--- src/design/tagdir_pkg.sv ---
/*
 * Shared definitions for the tag directory
 * Operation codes, way and Wishbone word types, default widths
 * and the bit positions of the request and result words
 */
package tagdir_pkg;

	// Operation code carried in the low bits of a write request
	typedef logic [2:0] op_t;

	// Index of one way within a set
	typedef logic [1:0] way_t;

	// Wishbone data word
	typedef logic [31:0] wb_word_t;

	localparam op_t op_load       = 3'd0;
	localparam op_t op_store      = 3'd1;
	localparam op_t op_flush      = 3'd2;
	localparam op_t op_invalidate = 3'd3;
	localparam op_t op_fill       = 3'd4;

	// The hit encoder and the four tag columns are built for exactly four ways
	localparam int NUM_WAYS = 4;

	localparam int DEFAULT_LINE_ADDR_WIDTH = 16;
	localparam int DEFAULT_SET_INDEX_WIDTH = 4;

	// Request word fields
	localparam int REQ_OP_LSB  = 0;
	localparam int REQ_WAY_LSB = 4;

	// Result word fields with the tag zero extended from bit 16 upward
	localparam int RES_HIT_BIT   = 0;
	localparam int RES_WAY_LSB   = 1;
	localparam int RES_DIRTY_BIT = 3;
	localparam int RES_VALID_BIT = 4;
	localparam int RES_TAG_LSB   = 16;

endpackage

--- src/design/result_port.sv ---
/*
 * Wishbone result side
 * Packs the directory outcome into the result word and pulses ack
 */
module result_port #(
	parameter int TAG_WIDTH = 12
) (
	input logic clk,
	input logic reset,
	input logic dir_valid,
	input logic dir_hit,
	input tagdir_pkg::way_t dir_way,
	input logic dir_dirty,
	input logic dir_old_valid,
	input logic [TAG_WIDTH-1:0] dir_old_tag,
	output logic ack,
	output tagdir_pkg::wb_word_t dat_o
);
	import tagdir_pkg::*;

	wb_word_t result_word;

	// Unused bits stay zero, the tag is zero extended into the upper half
	always_comb
	begin
		result_word = '0;
		result_word[RES_HIT_BIT] = dir_hit;
		result_word[RES_WAY_LSB +: 2] = dir_way;
		result_word[RES_DIRTY_BIT] = dir_dirty;
		result_word[RES_VALID_BIT] = dir_old_valid;
		result_word[RES_TAG_LSB +: TAG_WIDTH] = dir_old_tag;
	end

	always_ff @(posedge clk or posedge reset)
	begin
		if (reset)
			ack <= 1'b0;
		else
			ack <= dir_valid;
	end

	// The word stays on dat_o after ack until the next result
	always_ff @(posedge clk)
	begin
		if (dir_valid)
			dat_o <= result_word;
	end

	// The slave never holds ack, the master sees it for one cycle only
	assert property (@(posedge clk) disable iff (reset) ack |=> !ack);

endmodule

--- src/design/tag_dir_stage.sv ---
/*
 * Directory stage
 * Tag compare and hit way encoding, tag, valid and dirty update
 * generation, and the registered outcome with victim fields for a fill
 */
module tag_dir_stage #(
	parameter int LINE_ADDR_WIDTH = tagdir_pkg::DEFAULT_LINE_ADDR_WIDTH,
	parameter int SET_INDEX_WIDTH = tagdir_pkg::DEFAULT_SET_INDEX_WIDTH
) (
	input logic clk,
	input logic reset,
	input logic lookup_valid,
	input tagdir_pkg::op_t lookup_op,
	input tagdir_pkg::way_t lookup_way,
	input logic [LINE_ADDR_WIDTH-1:0] lookup_addr,
	input logic [LINE_ADDR_WIDTH-SET_INDEX_WIDTH-1:0] tag0,
	input logic [LINE_ADDR_WIDTH-SET_INDEX_WIDTH-1:0] tag1,
	input logic [LINE_ADDR_WIDTH-SET_INDEX_WIDTH-1:0] tag2,
	input logic [LINE_ADDR_WIDTH-SET_INDEX_WIDTH-1:0] tag3,
	input logic valid0,
	input logic valid1,
	input logic valid2,
	input logic valid3,
	input logic dirty0,
	input logic dirty1,
	input logic dirty2,
	input logic dirty3,
	output logic update_tag_enable,
	output tagdir_pkg::way_t update_tag_way,
	output logic update_tag_valid,
	output logic [SET_INDEX_WIDTH-1:0] update_set,
	output logic [LINE_ADDR_WIDTH-SET_INDEX_WIDTH-1:0] update_tag,
	output logic update_dirty0,
	output logic update_dirty1,
	output logic update_dirty2,
	output logic update_dirty3,
	output logic new_dirty,
	output logic dir_valid,
	output logic dir_hit,
	output tagdir_pkg::way_t dir_way,
	output logic dir_dirty,
	output logic dir_old_valid,
	output logic [LINE_ADDR_WIDTH-SET_INDEX_WIDTH-1:0] dir_old_tag
);
	import tagdir_pkg::*;

	localparam int TAG_WIDTH = LINE_ADDR_WIDTH - SET_INDEX_WIDTH;

	logic [TAG_WIDTH-1:0] requested_tag;
	logic [TAG_WIDTH-1:0] way_tag [NUM_WAYS];
	logic [NUM_WAYS-1:0] way_valid;
	logic [NUM_WAYS-1:0] way_dirty;
	logic [NUM_WAYS-1:0] hit;
	logic [NUM_WAYS-1:0] dirty_sel;
	logic cache_hit;
	way_t hit_way;
	way_t report_way;
	logic report_en;
	logic dirty_en;
	logic is_store;
	logic is_flush;
	logic is_invalidate;
	logic is_fill;

	assign requested_tag = lookup_addr[LINE_ADDR_WIDTH-1:SET_INDEX_WIDTH];
	assign way_tag[0] = tag0;
	assign way_tag[1] = tag1;
	assign way_tag[2] = tag2;
	assign way_tag[3] = tag3;
	assign way_valid = {valid3, valid2, valid1, valid0};
	assign way_dirty = {dirty3, dirty2, dirty1, dirty0};

	// Codes above fill fall through as loads, which touch nothing
	assign is_store = lookup_op == op_store;
	assign is_flush = lookup_op == op_flush;
	assign is_invalidate = lookup_op == op_invalidate;
	assign is_fill = lookup_op == op_fill;

	always_comb
	begin
		for (int w = 0; w < NUM_WAYS; w++)
			hit[w] = way_valid[w] && way_tag[w] == requested_tag;
	end

	assign cache_hit = |hit;
	assign hit_way = {hit[2] | hit[3], hit[1] | hit[3]};

	// Fills rewrite the named way, invalidates drop the valid bit of the hit way
	assign update_tag_enable = lookup_valid && (is_fill || (is_invalidate && cache_hit));
	assign update_tag_way = is_invalidate ? hit_way : lookup_way;
	assign update_tag_valid = !is_invalidate;
	assign update_set = lookup_addr[SET_INDEX_WIDTH-1:0];
	assign update_tag = requested_tag;

	// A fill leaves the line clean, store sets dirty and flush clears it
	assign dirty_en = lookup_valid && (is_fill || (cache_hit && (is_store || is_flush)));
	assign new_dirty = is_store;

	always_comb
	begin
		for (int w = 0; w < NUM_WAYS; w++)
			dirty_sel[w] = dirty_en && (is_fill ? lookup_way == way_t'(w) : hit[w]);
	end

	assign update_dirty0 = dirty_sel[0];
	assign update_dirty1 = dirty_sel[1];
	assign update_dirty2 = dirty_sel[2];
	assign update_dirty3 = dirty_sel[3];

	// A fill reports the victim way, anything else the hit way or nothing
	assign report_way = is_fill ? lookup_way : hit_way;
	assign report_en = is_fill || cache_hit;

	always_ff @(posedge clk or posedge reset)
	begin
		if (reset)
			dir_valid <= 1'b0;
		else
			dir_valid <= lookup_valid;
	end

	// Tag and dirty of an empty way carry no meaning and are reported as zero
	always_ff @(posedge clk)
	begin
		if (lookup_valid)
		begin
			dir_hit <= cache_hit;
			dir_way <= report_en ? report_way : '0;
			dir_old_valid <= report_en && way_valid[report_way];
			dir_dirty <= report_en && way_valid[report_way] && way_dirty[report_way];
			dir_old_tag <= (report_en && way_valid[report_way]) ? way_tag[report_way] : '0;
		end
	end

	// A tag lives in at most one way of a set
	assert property (@(posedge clk) disable iff (reset) lookup_valid |-> $onehot0(hit));

endmodule

--- src/design/tag_store.sv ---
/*
 * Tag, valid and dirty storage for the four ways
 * Registered read of one set per request and update write ports
 * driven by the directory stage
 */
module tag_store #(
	parameter int LINE_ADDR_WIDTH = tagdir_pkg::DEFAULT_LINE_ADDR_WIDTH,
	parameter int SET_INDEX_WIDTH = tagdir_pkg::DEFAULT_SET_INDEX_WIDTH
) (
	input logic clk,
	input logic reset,
	input logic req_valid,
	input tagdir_pkg::op_t req_op,
	input tagdir_pkg::way_t req_way,
	input logic [LINE_ADDR_WIDTH-1:0] req_addr,
	input logic update_tag_enable,
	input tagdir_pkg::way_t update_tag_way,
	input logic update_tag_valid,
	input logic [SET_INDEX_WIDTH-1:0] update_set,
	input logic [LINE_ADDR_WIDTH-SET_INDEX_WIDTH-1:0] update_tag,
	input logic update_dirty0,
	input logic update_dirty1,
	input logic update_dirty2,
	input logic update_dirty3,
	input logic new_dirty,
	output logic lookup_valid,
	output tagdir_pkg::op_t lookup_op,
	output tagdir_pkg::way_t lookup_way,
	output logic [LINE_ADDR_WIDTH-1:0] lookup_addr,
	output logic [LINE_ADDR_WIDTH-SET_INDEX_WIDTH-1:0] tag0,
	output logic [LINE_ADDR_WIDTH-SET_INDEX_WIDTH-1:0] tag1,
	output logic [LINE_ADDR_WIDTH-SET_INDEX_WIDTH-1:0] tag2,
	output logic [LINE_ADDR_WIDTH-SET_INDEX_WIDTH-1:0] tag3,
	output logic valid0,
	output logic valid1,
	output logic valid2,
	output logic valid3,
	output logic dirty0,
	output logic dirty1,
	output logic dirty2,
	output logic dirty3
);
	import tagdir_pkg::*;

	localparam int TAG_WIDTH = LINE_ADDR_WIDTH - SET_INDEX_WIDTH;
	localparam int NUM_SETS = 1 << SET_INDEX_WIDTH;

	logic [TAG_WIDTH-1:0] tag_mem [NUM_WAYS][NUM_SETS];
	logic [NUM_SETS-1:0][NUM_WAYS-1:0] valid_bits;
	logic [NUM_SETS-1:0][NUM_WAYS-1:0] dirty_bits;
	logic [NUM_WAYS-1:0] update_dirty;
	logic [SET_INDEX_WIDTH-1:0] read_set;

	assign update_dirty = {update_dirty3, update_dirty2, update_dirty1, update_dirty0};
	assign read_set = req_addr[SET_INDEX_WIDTH-1:0];

	// An invalidate only drops the valid bit and leaves the stored tag alone
	always_ff @(posedge clk)
	begin
		if (update_tag_enable && update_tag_valid)
			tag_mem[update_tag_way][update_set] <= update_tag;
	end

	always_ff @(posedge clk or posedge reset)
	begin
		if (reset)
		begin
			valid_bits <= '0;
			dirty_bits <= '0;
			lookup_valid <= 1'b0;
		end
		else
		begin
			lookup_valid <= req_valid;
			if (update_tag_enable)
				valid_bits[update_set][update_tag_way] <= update_tag_valid;
			for (int w = 0; w < NUM_WAYS; w++)
			begin
				if (update_dirty[w])
					dirty_bits[update_set][w] <= new_dirty;
			end
		end
	end

	// Read one whole set and pass the request along beside it
	always_ff @(posedge clk)
	begin
		if (req_valid)
		begin
			lookup_op <= req_op;
			lookup_way <= req_way;
			lookup_addr <= req_addr;
			tag0 <= tag_mem[0][read_set];
			tag1 <= tag_mem[1][read_set];
			tag2 <= tag_mem[2][read_set];
			tag3 <= tag_mem[3][read_set];
			{valid3, valid2, valid1, valid0} <= valid_bits[read_set];
			{dirty3, dirty2, dirty1, dirty0} <= dirty_bits[read_set];
		end
	end

	// The directory stage never marks a line dirty while invalidating it
	assert property (@(posedge clk) disable iff (reset)
		(update_tag_enable && !update_tag_valid) |-> !update_dirty[update_tag_way]);

endmodule

--- src/design/tagdir_top.sv ---
/*
 * Tag directory top level
 * Wishbone request port, tag store, directory stage and result port
 */
module tagdir_top #(
	parameter int LINE_ADDR_WIDTH = tagdir_pkg::DEFAULT_LINE_ADDR_WIDTH,
	parameter int SET_INDEX_WIDTH = tagdir_pkg::DEFAULT_SET_INDEX_WIDTH
) (
	input logic clk,
	input logic reset,
	input logic cyc,
	input logic stb,
	input logic we,
	input logic [LINE_ADDR_WIDTH-1:0] adr,
	input tagdir_pkg::wb_word_t dat_i,
	output tagdir_pkg::wb_word_t dat_o,
	output logic ack
);
	import tagdir_pkg::*;

	localparam int TAG_WIDTH = LINE_ADDR_WIDTH - SET_INDEX_WIDTH;

	// Request port to tag store
	logic req_valid;
	op_t req_op;
	way_t req_way;
	logic [LINE_ADDR_WIDTH-1:0] req_addr;

	// Tag store to directory stage
	logic lookup_valid;
	op_t lookup_op;
	way_t lookup_way;
	logic [LINE_ADDR_WIDTH-1:0] lookup_addr;
	logic [TAG_WIDTH-1:0] tag0, tag1, tag2, tag3;
	logic valid0, valid1, valid2, valid3;
	logic dirty0, dirty1, dirty2, dirty3;

	// Directory stage back to the tag store
	logic update_tag_enable, update_tag_valid, new_dirty;
	way_t update_tag_way;
	logic [SET_INDEX_WIDTH-1:0] update_set;
	logic [TAG_WIDTH-1:0] update_tag;
	logic update_dirty0, update_dirty1, update_dirty2, update_dirty3;

	// Directory stage to result port
	logic dir_valid, dir_hit, dir_dirty, dir_old_valid;
	way_t dir_way;
	logic [TAG_WIDTH-1:0] dir_old_tag;

	wb_request_port #(.LINE_ADDR_WIDTH(LINE_ADDR_WIDTH)) request_port0 (.*);

	tag_store #(
		.LINE_ADDR_WIDTH(LINE_ADDR_WIDTH),
		.SET_INDEX_WIDTH(SET_INDEX_WIDTH)
	) tag_store0 (.*);

	tag_dir_stage #(
		.LINE_ADDR_WIDTH(LINE_ADDR_WIDTH),
		.SET_INDEX_WIDTH(SET_INDEX_WIDTH)
	) dir_stage0 (.*);

	result_port #(.TAG_WIDTH(TAG_WIDTH)) result_port0 (.*);

endmodule

--- src/design/wb_request_port.sv ---
/*
 * Wishbone classic slave request side
 * Accepts one request at a time, decodes op and fill way,
 * and hands a single valid pulse to the tag store
 */
module wb_request_port #(
	parameter int LINE_ADDR_WIDTH = tagdir_pkg::DEFAULT_LINE_ADDR_WIDTH
) (
	input logic clk,
	input logic reset,
	input logic cyc,
	input logic stb,
	input logic we,
	input logic [LINE_ADDR_WIDTH-1:0] adr,
	input tagdir_pkg::wb_word_t dat_i,
	output logic req_valid,
	output tagdir_pkg::op_t req_op,
	output tagdir_pkg::way_t req_way,
	output logic [LINE_ADDR_WIDTH-1:0] req_addr
);
	import tagdir_pkg::*;

	logic busy;
	logic accept;
	logic captured;

	// Busy stays set from the accept until the master drops stb
	assign accept = cyc && stb && !busy;

	always_ff @(posedge clk or posedge reset)
	begin
		if (reset)
		begin
			busy <= 1'b0;
			captured <= 1'b0;
			req_valid <= 1'b0;
		end
		else
		begin
			if (accept)
				busy <= 1'b1;
			else if (!stb)
				busy <= 1'b0;

			// The capture cycle holds the decoded fields, the pulse follows it
			captured <= accept;
			req_valid <= captured;
		end
	end

	// A read carries no op in dat_i and is treated as a plain lookup
	always_ff @(posedge clk)
	begin
		if (accept)
		begin
			req_op <= we ? op_t'(dat_i[REQ_OP_LSB +: 3]) : op_load;
			req_way <= way_t'(dat_i[REQ_WAY_LSB +: 2]);
			req_addr <= adr;
		end
	end

	// Only one request is in flight, so two pulses can never touch
	assert property (@(posedge clk) disable iff (reset) req_valid |=> !req_valid);

endmodule

--- config.mk ---
export PLATFORM = sky130hd
export DESIGN_NAME = tagdir_top
export DESIGN_NICKNAME = d
export VERILOG_FILES = /design/src/design/tagdir_pkg.sv /design/src/design/result_port.sv /design/src/design/tag_dir_stage.sv /design/src/design/tag_store.sv /design/src/design/tagdir_top.sv /design/src/design/wb_request_port.sv
export SDC_FILE = /design/constraint.sdc
export NUM_CORES = 1
export LEC_CHECK = 0
export BUFFER_PORTS_ARGS = -buffer_cell sky130_fd_sc_hd__buf_2
export CORE_MARGIN = 2
export CORE_UTILIZATION = 28
export DETAILED_ROUTE_END_ITERATION = 6
export GPL_ROUTABILITY_DRIVEN = 0
export SLEW_MARGIN = 20
export SYNTH_ARGS = -nofsm -noshare
export SYNTH_HDL_FRONTEND = slang
export SYNTH_SLANG_ARGS = --single-unit
--- constraint.sdc ---
create_clock -name clk -period 8.54 [get_ports clk]
set_input_delay 1.281 -clock clk [delete_from_list [all_inputs] [get_ports clk]]
set_output_delay 1.281 -clock clk [all_outputs]
set_load 0.01 [all_outputs]
# ---- After elaboration in Yosys (flattened, before gate mapping)
# Memories as Yosys holds them, arrays and structs flattened.
# Index checks and enable logic that the tools add are counted.
dict set report word_totals {
  mem_count 1
  out_inout_bits 33
  latch_bits 0
  wordCells 174
  ramBits 768
  mem_bits_ro 0
  regBits 266
}
dict set report classes {
  n_eq_ne 12
  mul 0
  magnitude_cmp 10
  mux 56
  bitwise 5
  shift 0
  div 0
  n_reduce_logical 28
  n_addsub 0
}
# memory words width rd rd_ports_with_merged_regs write_ports line_no
set memory_table {}
lappend memory_table {tag_store0.tag_mem 4 192 4 0 1 tag_store.sv:48} ;# logic [TAG_WIDTH-1:0] tag_mem [NUM_WAYS][NUM_SETS];
# operator n
set op_table {}
lappend op_table {{$bwmux W64} 5}
lappend op_table {{$mux W64} 4}
lappend op_table {{$bmux W12 S4} 4}
lappend op_table {{$mux W192} 1}
lappend op_table {{$mux W12} 11}
lappend op_table {{$demux W4 S4} 5}
lappend op_table {{$demux W12 S4} 1}
lappend op_table {{$eq A12 B12 Y1} 4}
lappend op_table {{$bmux W4 S4} 2}
lappend op_table {{$bmux W12 S2} 1}
lappend op_table {{$logic_and A1 B1 Y1} 20}
lappend op_table {{$mux W4} 4}
lappend op_table {{$mux W1} 11}
lappend op_table {{$ge A5 B5 Y1 const B} 2}
lappend op_table {{$lt A4 B5 Y1 const B} 2}
lappend op_table {{$not A4 Y5} 2}
lappend op_table {{$eq A3 B2 Y1 const B} 2}
lappend op_table {{$lt A2 B3 Y1 const B} 2}
lappend op_table {{$mux W2} 3}
lappend op_table {{$lt A5 B1 Y1 const B} 1}
lappend op_table {{$bmux W1 S2} 2}
lappend op_table {{$eq A2 B2 Y1 const B} 2}
lappend op_table {{$ge A4 B1 Y1 const B} 1}
lappend op_table {{$logic_or A1 B1 Y1} 4}
lappend op_table {{other kinds (13)} 15}

# ---- Logic depth before layout (Yosys ltp)
# Gate-level depths: netlist of the first run.
dict set report logic_depth {
  ltp_word 14
  ltp_mapped 10
  ltp_nobuf 7
}

# ---- Modules after synthesis
# Synthesis of the first run repeated with hierarchy kept, for this count alone.
dict set report unflattened {
  cells_unflattened 2163
  area_unflattened_um2 41279.6
}
# module area_each_um2 cells_each n_inst
set by_module_without_submodules {}
lappend by_module_without_submodules {tag_store 37781.2 1865 1}
lappend by_module_without_submodules {tag_dir_stage 2098.3 233 1}
lappend by_module_without_submodules {wb_request_port 744.5 30 1}
lappend by_module_without_submodules {result_port 655.6 35 1}

# ---- Worst setup path after synthesis of the first run
# OpenSTA, ideal clock, no wires.
dict set report synth_timing {
  path_kind {register -> register}
  startpoint {register tag_store0.lookup_addr[11]}
  endpoint {register dir_stage0.dir_dirty, data pin}
  arrival_ps 3171
  period_less_slack_ps 3439
  t_required_ps 8272
  slack_ps 5101
  path_stages_with_launch 10
  cell_sequence {edfxtp_1 buf_2 xnor2_2 nand4_1 nor4_4 o31ai_4 mux2_4 a221oi_4 buf_6 a211oi_1}
}
dict set report synth_between {
  elab_chain_len 8
  word_cells_on_any_way 19
  classes_between {4 x eq/ne; 5 x mux; 2 x bitwise; 8 x reduce/logical}
}
# item line_no
set synth_lines {}
lappend synth_lines {{start, declared} tag_store.sv:29} ;# output logic [LINE_ADDR_WIDTH-1:0] lookup_addr,
lappend synth_lines {{start signal, assigned} tag_store.sv:92} ;# lookup_addr <= req_addr;
lappend synth_lines {{$eq A12 B12 Y1} tag_dir_stage.sv:82} ;# hit[w] = way_valid[w] && way_tag[w] == requested_tag;
lappend synth_lines {{$logic_and A1 B1 Y1} tag_dir_stage.sv:82}
lappend synth_lines {{$or A1 B1 Y1} tag_dir_stage.sv:86} ;# assign hit_way = {hit[2] | hit[3], hit[1] | hit[3]};
lappend synth_lines {{$mux W2} tag_dir_stage.sv:111} ;# assign report_way = is_fill ? lookup_way : hit_way;
lappend synth_lines {{$bmux W1 S2} tag_dir_stage.sv:130} ;# dir_dirty <= report_en && way_valid[report_way] && way_dirty[report_way];
lappend synth_lines {{$mux W1 (not written as such)} tag_dir_stage.sv:130}
lappend synth_lines {{$logic_and A1 B1 Y1} tag_dir_stage.sv:130}
lappend synth_lines {{$logic_and A1 B1 Y1 (*)} tag_dir_stage.sv:130}
lappend synth_lines {{end signal, assigned} tag_dir_stage.sv:130}
lappend synth_lines {{end, declared} tag_dir_stage.sv:41} ;# output logic dir_dirty,
# Mark *: on every way between the ends. The rest lies on a longest branch, timed or not. The select of a mux whose other input is x is not followed.
# A chain may end at the register's enable or synchronous reset.

# ---- Worst setup path in the final report of the first run
dict set report layout_timing {
  startpoint {register tag_store0.lookup_addr[6]}
  endpoint {register dir_stage0.dir_old_tag[10], data pin}
}
dict set report layout_between {
  elab_chain_len 8
  word_cells_on_any_way 20
  classes_between {4 x eq/ne; 6 x mux; 3 x bitwise; 7 x reduce/logical}
}
# item line_no
set layout_lines {}
lappend layout_lines {{$eq A12 B12 Y1} tag_dir_stage.sv:82}
lappend layout_lines {{$logic_and A1 B1 Y1} tag_dir_stage.sv:82}
lappend layout_lines {{$or A1 B1 Y1} tag_dir_stage.sv:86}
lappend layout_lines {{$mux W2} tag_dir_stage.sv:111}
lappend layout_lines {{$not A2 Y3 (not written as such)} tag_dir_stage.sv:131} ;# dir_old_tag <= (report_en && way_valid[report_way]) ? way_tag[report_way] : '0;
lappend layout_lines {{$bmux W12 S2} tag_dir_stage.sv:131}
lappend layout_lines {{$mux W12 (not written as such) (2 in a row)} tag_dir_stage.sv:131}
lappend layout_lines {{end signal, assigned} tag_dir_stage.sv:131}
lappend layout_lines {{end, declared} tag_dir_stage.sv:43} ;# output logic [LINE_ADDR_WIDTH-SET_INDEX_WIDTH-1:0] dir_old_tag
# Parallel ways exist; a longest one is shown, timed or not. The select of a mux whose other input is x is not followed.

==> reports/qor.yml, run 1 <==
detailed_routing:
  first_pass_iters: 7
  wire_per_inst_um: 23.28
  drc_errors: 0
  dr_total_vias: 20022
  routed_via_density: 4.889
  wl_mm: 95.35
  drtIter0Drc: 2199
  postRouteAntennaNets: 0
final_layout:
  nets: 2146
  fillCellCount: 13604
  final_core_utilization_pct: 32.32
  syn_to_final_growth_pct: 14.73
  drive_above_1_share_pct: 31.99
critical_path:
  crit_path_top_delay_cell: "a211oi_1"
  crit_path_start_kind: "flop"
  ff2ff_path_depth: 9
  path_cells: "buf_4 -> xnor2_2 -> nand4_1 -> nor4_4 -> o31a_2 -> buf_4 -> nor2b_1 -> a211oi_1 -> a211oi_2"
  worstPathMaxFanout: 68
  arrival_ns: 4.37
  worstPathRequired_ns: 8.92
  r2r_setup_slack_ns: 4.55
  critPathMaxStageDelay_ns: 0.78
  timing.critical_path.mode_cell: "buf_4"
  end_kind: "flop"
  critical_path_class: "flop to flop"
floorplan:
  fp.coreArea_um2: 145600
  die_area_um2: 149500
  start_util_pct: 28.17
  floorplan.rows: 140
  die_h_um: 386.7
  pin_count: 86
  die_w_um: 386.7
cts:
  cts_resized: 0
  post_cts_buffers: 0
  clk_latency_ns: 0.67
  cts_buffer_depth: 3
  cts_buffers: 99
  htreeDepth: 3
  root_buffer: "clkbuf_16"
  cts_sinks: 1034
  clk_pin_slew_ns: 0.06
  cts_hold_buf: 0
  cts_tree: "built"
sta:
  timing.final.crit_period_ns: 3.987
  rsz0062_at_grt: "false"
  fin_crit_sh_pct: 46.69
  drv_slew: 0
  setup_violations: 0
  finalHoldViolCount: 0
  fmax_mhz: 250.8
  slew_headroom_pct: 18.51
  final.setup.tns_ns: 0
  fin_skew_ns: 0.02638
  worstMarginPinSlew_ns: 1.222
synth:
  synth_common_cells: "edfxtp_1, mux4_2, dfrtp_1"
  synth_area_leaders: "edfxtp_1, mux4_2, dfrtp_1, mux2_2, xnor2_1"
  synth_cells: 2009
  netlist.top_cell.by_area: "edfxtp_1"
  synthArstFlopShare_pct: 12.96
  ys_ff_latch: 1034
  netlist_area_um2: 41010
  synth.most_common_cell: "edfxtp_1"
  synth_top_area_share_pct: 65.90
  synth_edf_count: 900
  syn-mean-instance-area_um2: 20.41
  synth_flop_cell: "edfxtp_1"
  ys_types: 49
  yosysWarnings: 0
  ys_seq_area_share_pct: 74.08
global_routing:
  grt_pass1_vias: 20511
  grt_pass1_wl_mm: 141.4
  antenna_found_initial: 0
  track_usage_pct: 12.65
  grt_max_degree: 77
  grt_overflow: 0
power_and_ir_drop:
  pwr_density_cell_nw_per_um2: 216.9
  seq_power_share_pct: 54.2
  p_leak_nw: 15.06
  swShare_pct: 20.60
  p_int_mw: 8.104
  switchingPower_mw: 2.103
  clock_power_share_pct: 42.7
  pwr-share-comb_pct: 3.1
  ir_worst_vdd_mv: 0.1399
outcome:
  status: "finished, final reports clean"
placed_design:
  hpwlAfterDp_mm: 55.61
  port-buffer-count: 43
min_path:
  hp-class: "flop to flop"
  whs_path_depth: 0
job:
  cap_violations: 0
==> cells by family (layout without fill, tap and decap cells) <==
kind of cell | count (synthesis) | in the layout | synth area share [%]
muxes | 364 | 364 | 17.65
xor gates and xnor gates | 49 | 49 | 1.083
DFF | 1034 | 1034 | 74.08
and+or+nand+nor | 253 | 253 | 3.051
other | 1 | 17 | 0.009144
AOI/OAI and AO/OA | 150 | 150 | 2.444
buffers and inverters | 158 | 311 | 1.687
==> area by class of cell <==
type	instances	area [um2]	area share, %
clock inverter	65	588.1	1.250
multi-input combinational	831	10120	21.52
antenna	2	5.005	0.01064
tap	1917	2399	5.098
sequential	1034	30380	64.58
timing repair buffer	124	868.3	1.846
clock buffer	119	2666	5.667
inverter	3	16.27	0.03457
==> cells in the final DEF (no fill, tap or decap), types with 5 or more instances in the layout <==
master / instances
a211oi_1: 19
a211oi_2: 7
a21o_1: 7
a21oi_1: 19
a31oi_1: 20
and2_1: 7
buf_2: 43
buf_4: 78
bufinv_16: 8
clkbuf_1: 12
clkbuf_16: 102
clkbuf_8: 5
clkinv_1: 14
clkinv_2: 22
clkinvlp_4: 11
conb_1: 15
dfrtp_1: 133
edfxtp_1: 900
mux2_2: 69
mux2i_1: 14
mux4_2: 280
nand2_1: 25
nand2b_1: 8
nand3_1: 13
nand4_1: 9
nor2_1: 45
nor2_2: 36
nor2b_1: 21
nor3_1: 73
o21ai_0: 47
o31ai_1: 16
xnor2_1: 46
==> path summary, 6_finish.rpt <==
kind | start | endpoint
max | tag_store0.lookup_addr[6] | dir_stage0.dir_old_tag[10]
min | request_port0.captured | request_port0.req_valid
max reg2reg | tag_store0.lookup_addr[6] | dir_stage0.dir_old_tag[10]
min reg2reg | request_port0.captured | request_port0.req_valid
max in group asynchronous | reset | tag_store0.valid_bits[39]
min in group asynchronous | reset | request_port0.req_valid
==> per-layer routing <==
| layer | track usage, % | wire [um] | up-vias |
|---|---|---|---|
| li1 | - | - | 8343 |
| met1 | 16.85 | 39560 | 10836 |
| met2 | 21.25 | 47900 | 698 |
| met3 | 1.915 | 5496 | 145 |
| met4 | 4.021 | 2389 | 0 |
| met5 | 0 | 0 | - |
==> through the flow <==
stage	hold WS (ns)	cell area [um2]	power, mW	setup WS (ns)	cells
floorplan	0.3312	41060	5.845	3.676	2023
global placement	0.3329	43660	5.950	4.652	3907
detailed placement	0.3373	43730	5.957	4.592	3907
CTS	0.3516	46980	10.31	4.588	4091
global route	0.3589	47050	10.52	4.406	4093
finish	0.3498	47050	10.21	4.553	4095
==> worst max-delay path, delay by kind of cell (launching register included) <==
family          cells  cell delay [ns]
buf+inv             2             1.01
simple gates        3             0.94
compound gates      3             1.08
xor+xnor            1             0.19
flops               1             0.32
==> sequential cells by signal, summed over array words and instances (netlist names), 16 cells and up <==
| signal | cells |
|---|---|
| tag_store0.valid_bits | 64 |
| request_port0.req_addr | 16 |
| tag_store0.dirty_bits | 64 |
| tag_store0.tag_mem | 768 |
| tag_store0.lookup_addr | 16 |
| result_port0.dat_o | 17 |
==> power by group through the flow <==
stage	Clock, mW	Combinational, mW	Sequential (mW)
after global routing	4.65	0.337	5.54
final	4.36	0.312	5.54
after detailed placement	0	0.314	5.64
after global placement	0	0.309	5.64
after CTS	4.45	0.315	5.54
after floorplan	0	0.197	5.65
Power figures use the tool's default switching activity.
==> inputs of run 2 (changes only) <==
==> constraint.sdc (replaced) <==
create_clock -name clk -period 4.1 [get_ports clk]
set_input_delay 0.615 -clock clk [delete_from_list [all_inputs] [get_ports clk]]
set_output_delay 0.615 -clock clk [all_outputs]
set_load 0.01 [all_outputs]
==> run 2 against run 1 <==
Net effect:
- routed wire length up 3.2%
- setup slack worse by 3.7 ns
- combinational power rose by 110%
- critical path depth fell by 1
- core utilization up 0.39 points
- sequential share of layout area fell by 0.77 points
- first-iteration DRC count is essentially flat
- power is 110% higher
- critical path type unchanged
- largest cell class unchanged
==> reports/qor.yml, run 2 (synthesized netlist as in run 1, its figures left out) <==
cts:
  cts_buffer_depth: 3  # unchanged
  clk_latency_ns: 0.69  # was 0.67 ns
  post_cts_buffers: 0  # unchanged
  cts_tree: "built"  # unchanged
  clk_pin_slew_ns: 0.06  # about the same
  root_buffer: "clkbuf_16"  # unchanged
  cts_sinks: 1034  # unchanged
  cts_buffers: 102  # was 99
  htreeDepth: 3  # unchanged
sta:
  setup_violations: 0  # unchanged
  final.setup.tns_ns: 0  # unchanged
  worstMarginPinSlew_ns: 1.139  # was 1.222 ns
  fin_skew_ns: 0.02965  # was 0.02638 ns
  fmax_mhz: 311.9  # was 250.8 MHz
  timing.final.crit_period_ns: 3.206  # was 3.987 ns
  drv_slew: 0  # unchanged
  holdWs_ns: 0.1079  # was 0.3498 ns
  finalHoldViolCount: 0  # unchanged
  slew_headroom_pct: 23.88  # was 18.51%
  fin_crit_sh_pct: 78.20  # was 46.69%
  rsz0062_at_grt: "false"  # unchanged
final_layout:
  final_core_utilization_pct: 32.71  # was 32.32%
  n_antenna_cell: 0  # was 2
  drive_above_1_share_pct: 31.42  # was 31.99%
  mostFrequentLayoutCells: "edfxtp_1, mux4_2, dfrtp_1"  # unchanged
  fillCellCount: 13511  # was 13604
  reg_top3: "tag_store0.tag_mem x768, tag_store0.dirty_bits x64, tag_store0.valid_bits x64"  # unchanged
  finalNonFillerCells: 4151  # was 4095
  final_common_cell: "edfxtp_1"  # unchanged
  largest_register_ff_count: 768  # unchanged
  seq_area_um2: 30380  # unchanged
  top_register: "tag_store0.tag_mem"  # unchanged
  nets: 2205  # was 2146
  syn_to_final_growth_pct: 16.11  # was 14.73%
  multi_input_area_um2: 10030  # was 10120 um2
detailed_routing:
  wire_per_inst_um: 23.70  # was 23.28 um
  drtIter0Drc: 2197  # was 2199
  drc_errors: 0  # unchanged
  wl_mm: 98.36  # was 95.35 mm
  first_pass_iters: 6  # was 7
  routed_via_density: 4.875  # was 4.889
  dr_total_vias: 20235  # was 20022
  postRouteAntennaNets: 0  # unchanged
placed_design:
  port-buffer-count: 43  # unchanged
  hpwlAfterDp_mm: 59.92  # was 55.61 mm
  dp_cells: 3963  # was 3907
power_and_ir_drop:
  power.total_mw: 21.64  # was 10.21 mW
  ir_worst_vdd_mv: 0.3311  # was 0.1399 mV
  pwr_density_cell_nw_per_um2: 454.5  # was 216.9 nW/um2
  p_leak_nw: 15.45  # was 15.06 nW
floorplan:
  die_w_um: 386.7  # unchanged
  start_util_pct: 28.17  # unchanged
  pin_count: 86  # unchanged
  die_area_um2: 149500  # unchanged
  fp.coreArea_um2: 145600  # unchanged
  floorplan.rows: 140  # unchanged
  die_h_um: 386.7  # unchanged
critical_path:
  arrival_ns: 3.58  # was 4.37 ns
  worstPathRequired_ns: 4.47  # was 8.92 ns
  crit_path_start_kind: "flop"  # unchanged
  worstPathMaxFanout: 68  # unchanged
  critical_path_class: "flop to flop"  # unchanged
  end_kind: "flop"  # unchanged
  ff2ff_path_depth: 8  # was 9
  r2r_setup_slack_ns: 0.89  # was 4.55 ns
outcome:
  status: "finished, final reports clean"  # unchanged
global_routing:
  antenna_found_initial: 5  # was 0
  track_usage_pct: 12.98  # was 12.65%
  grt_overflow: 0  # unchanged
  grt_pass1_vias: 20775  # was 20511
  grt_max_degree: 109  # was 77
  grt_pass1_wl_mm: 144.0  # was 141.4 mm
job:
  cap_violations: 0  # unchanged
min_path:
  hp-class: "input port to flop"  # was flop to flop
  whs_path_depth: 1  # was 0
run 2: cell types whose count changed in the layout (fill, tap and decap cells not counted), sizes merged:
cell	previous run	this run
clkbuf	119	129
buf	124	178
clkinvlp	12	9
inv	7	8
clkinv	41	31
bufinv	8	13
diode	2	0
dlygate4sd3	0	1
run 2: timing repair:
item                                   4_1_cts  5_1_grt
hold buffers                                 1        0
gates resized for setup                      0        0
endpoints found under the hold margin       12        0
run 2: final cells by class:
cell class	count	area share, %
multi-input combinational	831	21.06
clock buffer	128	5.608
sequential	1034	63.81
tap	1917	5.037
clock inverter	58	1.450
timing repair buffer	180	3.001
inverter	3	0.03153
run 2: per-layer routing:
metal	wire, um	global-route usage (%)	vias up
met5	0	0	-
met4	3568	4.984	0
met3	5912	2.073	198
met2	48180	21.46	754
met1	40700	17.18	10801
li1	-	-	8482
run 2: critical path, stage by stage, from the launching register on:
cell and delay, ns:
edfxtp_1 0.41, buf_12 0.19, xnor2_1 0.22, nand4_1 0.18, nor4_4 0.55, o31ai_4 0.13, mux2_4 0.33, a221oi_4 0.72
a211oi_1 0.09
run 2: report_power, final:
group	switching, mW	total [mW]	internal [mW]
registers	0.0937	11.6	11.5
clock network	3.98	9.44	5.46
logic	0.376	0.642	0.266
total	4.45	21.6	17.2
run 2: final timing paths:
kind                                              to                 startpoint
hold reg to reg              request_port0.req_valid     request_port0.captured
hold / removal             request_port0.req_addr[1]                     adr[1]
setup / recovery           dir_stage0.dir_old_tag[8]  tag_store0.lookup_addr[8]
min in group asynchronous  tag_store0.dirty_bits[36]                      reset
max in group asynchronous  tag_store0.valid_bits[63]                      reset
setup reg to reg           dir_stage0.dir_old_tag[8]  tag_store0.lookup_addr[8]
run 2: stage by stage:
step                instance area (um2)  worst slack, ns
floorplan                         41070           0.6607
global placement                  44200           0.9540
detailed placement                44220           0.8887
CTS                               47590           0.8679
global route                      47620           0.6836
finish                            47620           0.8937
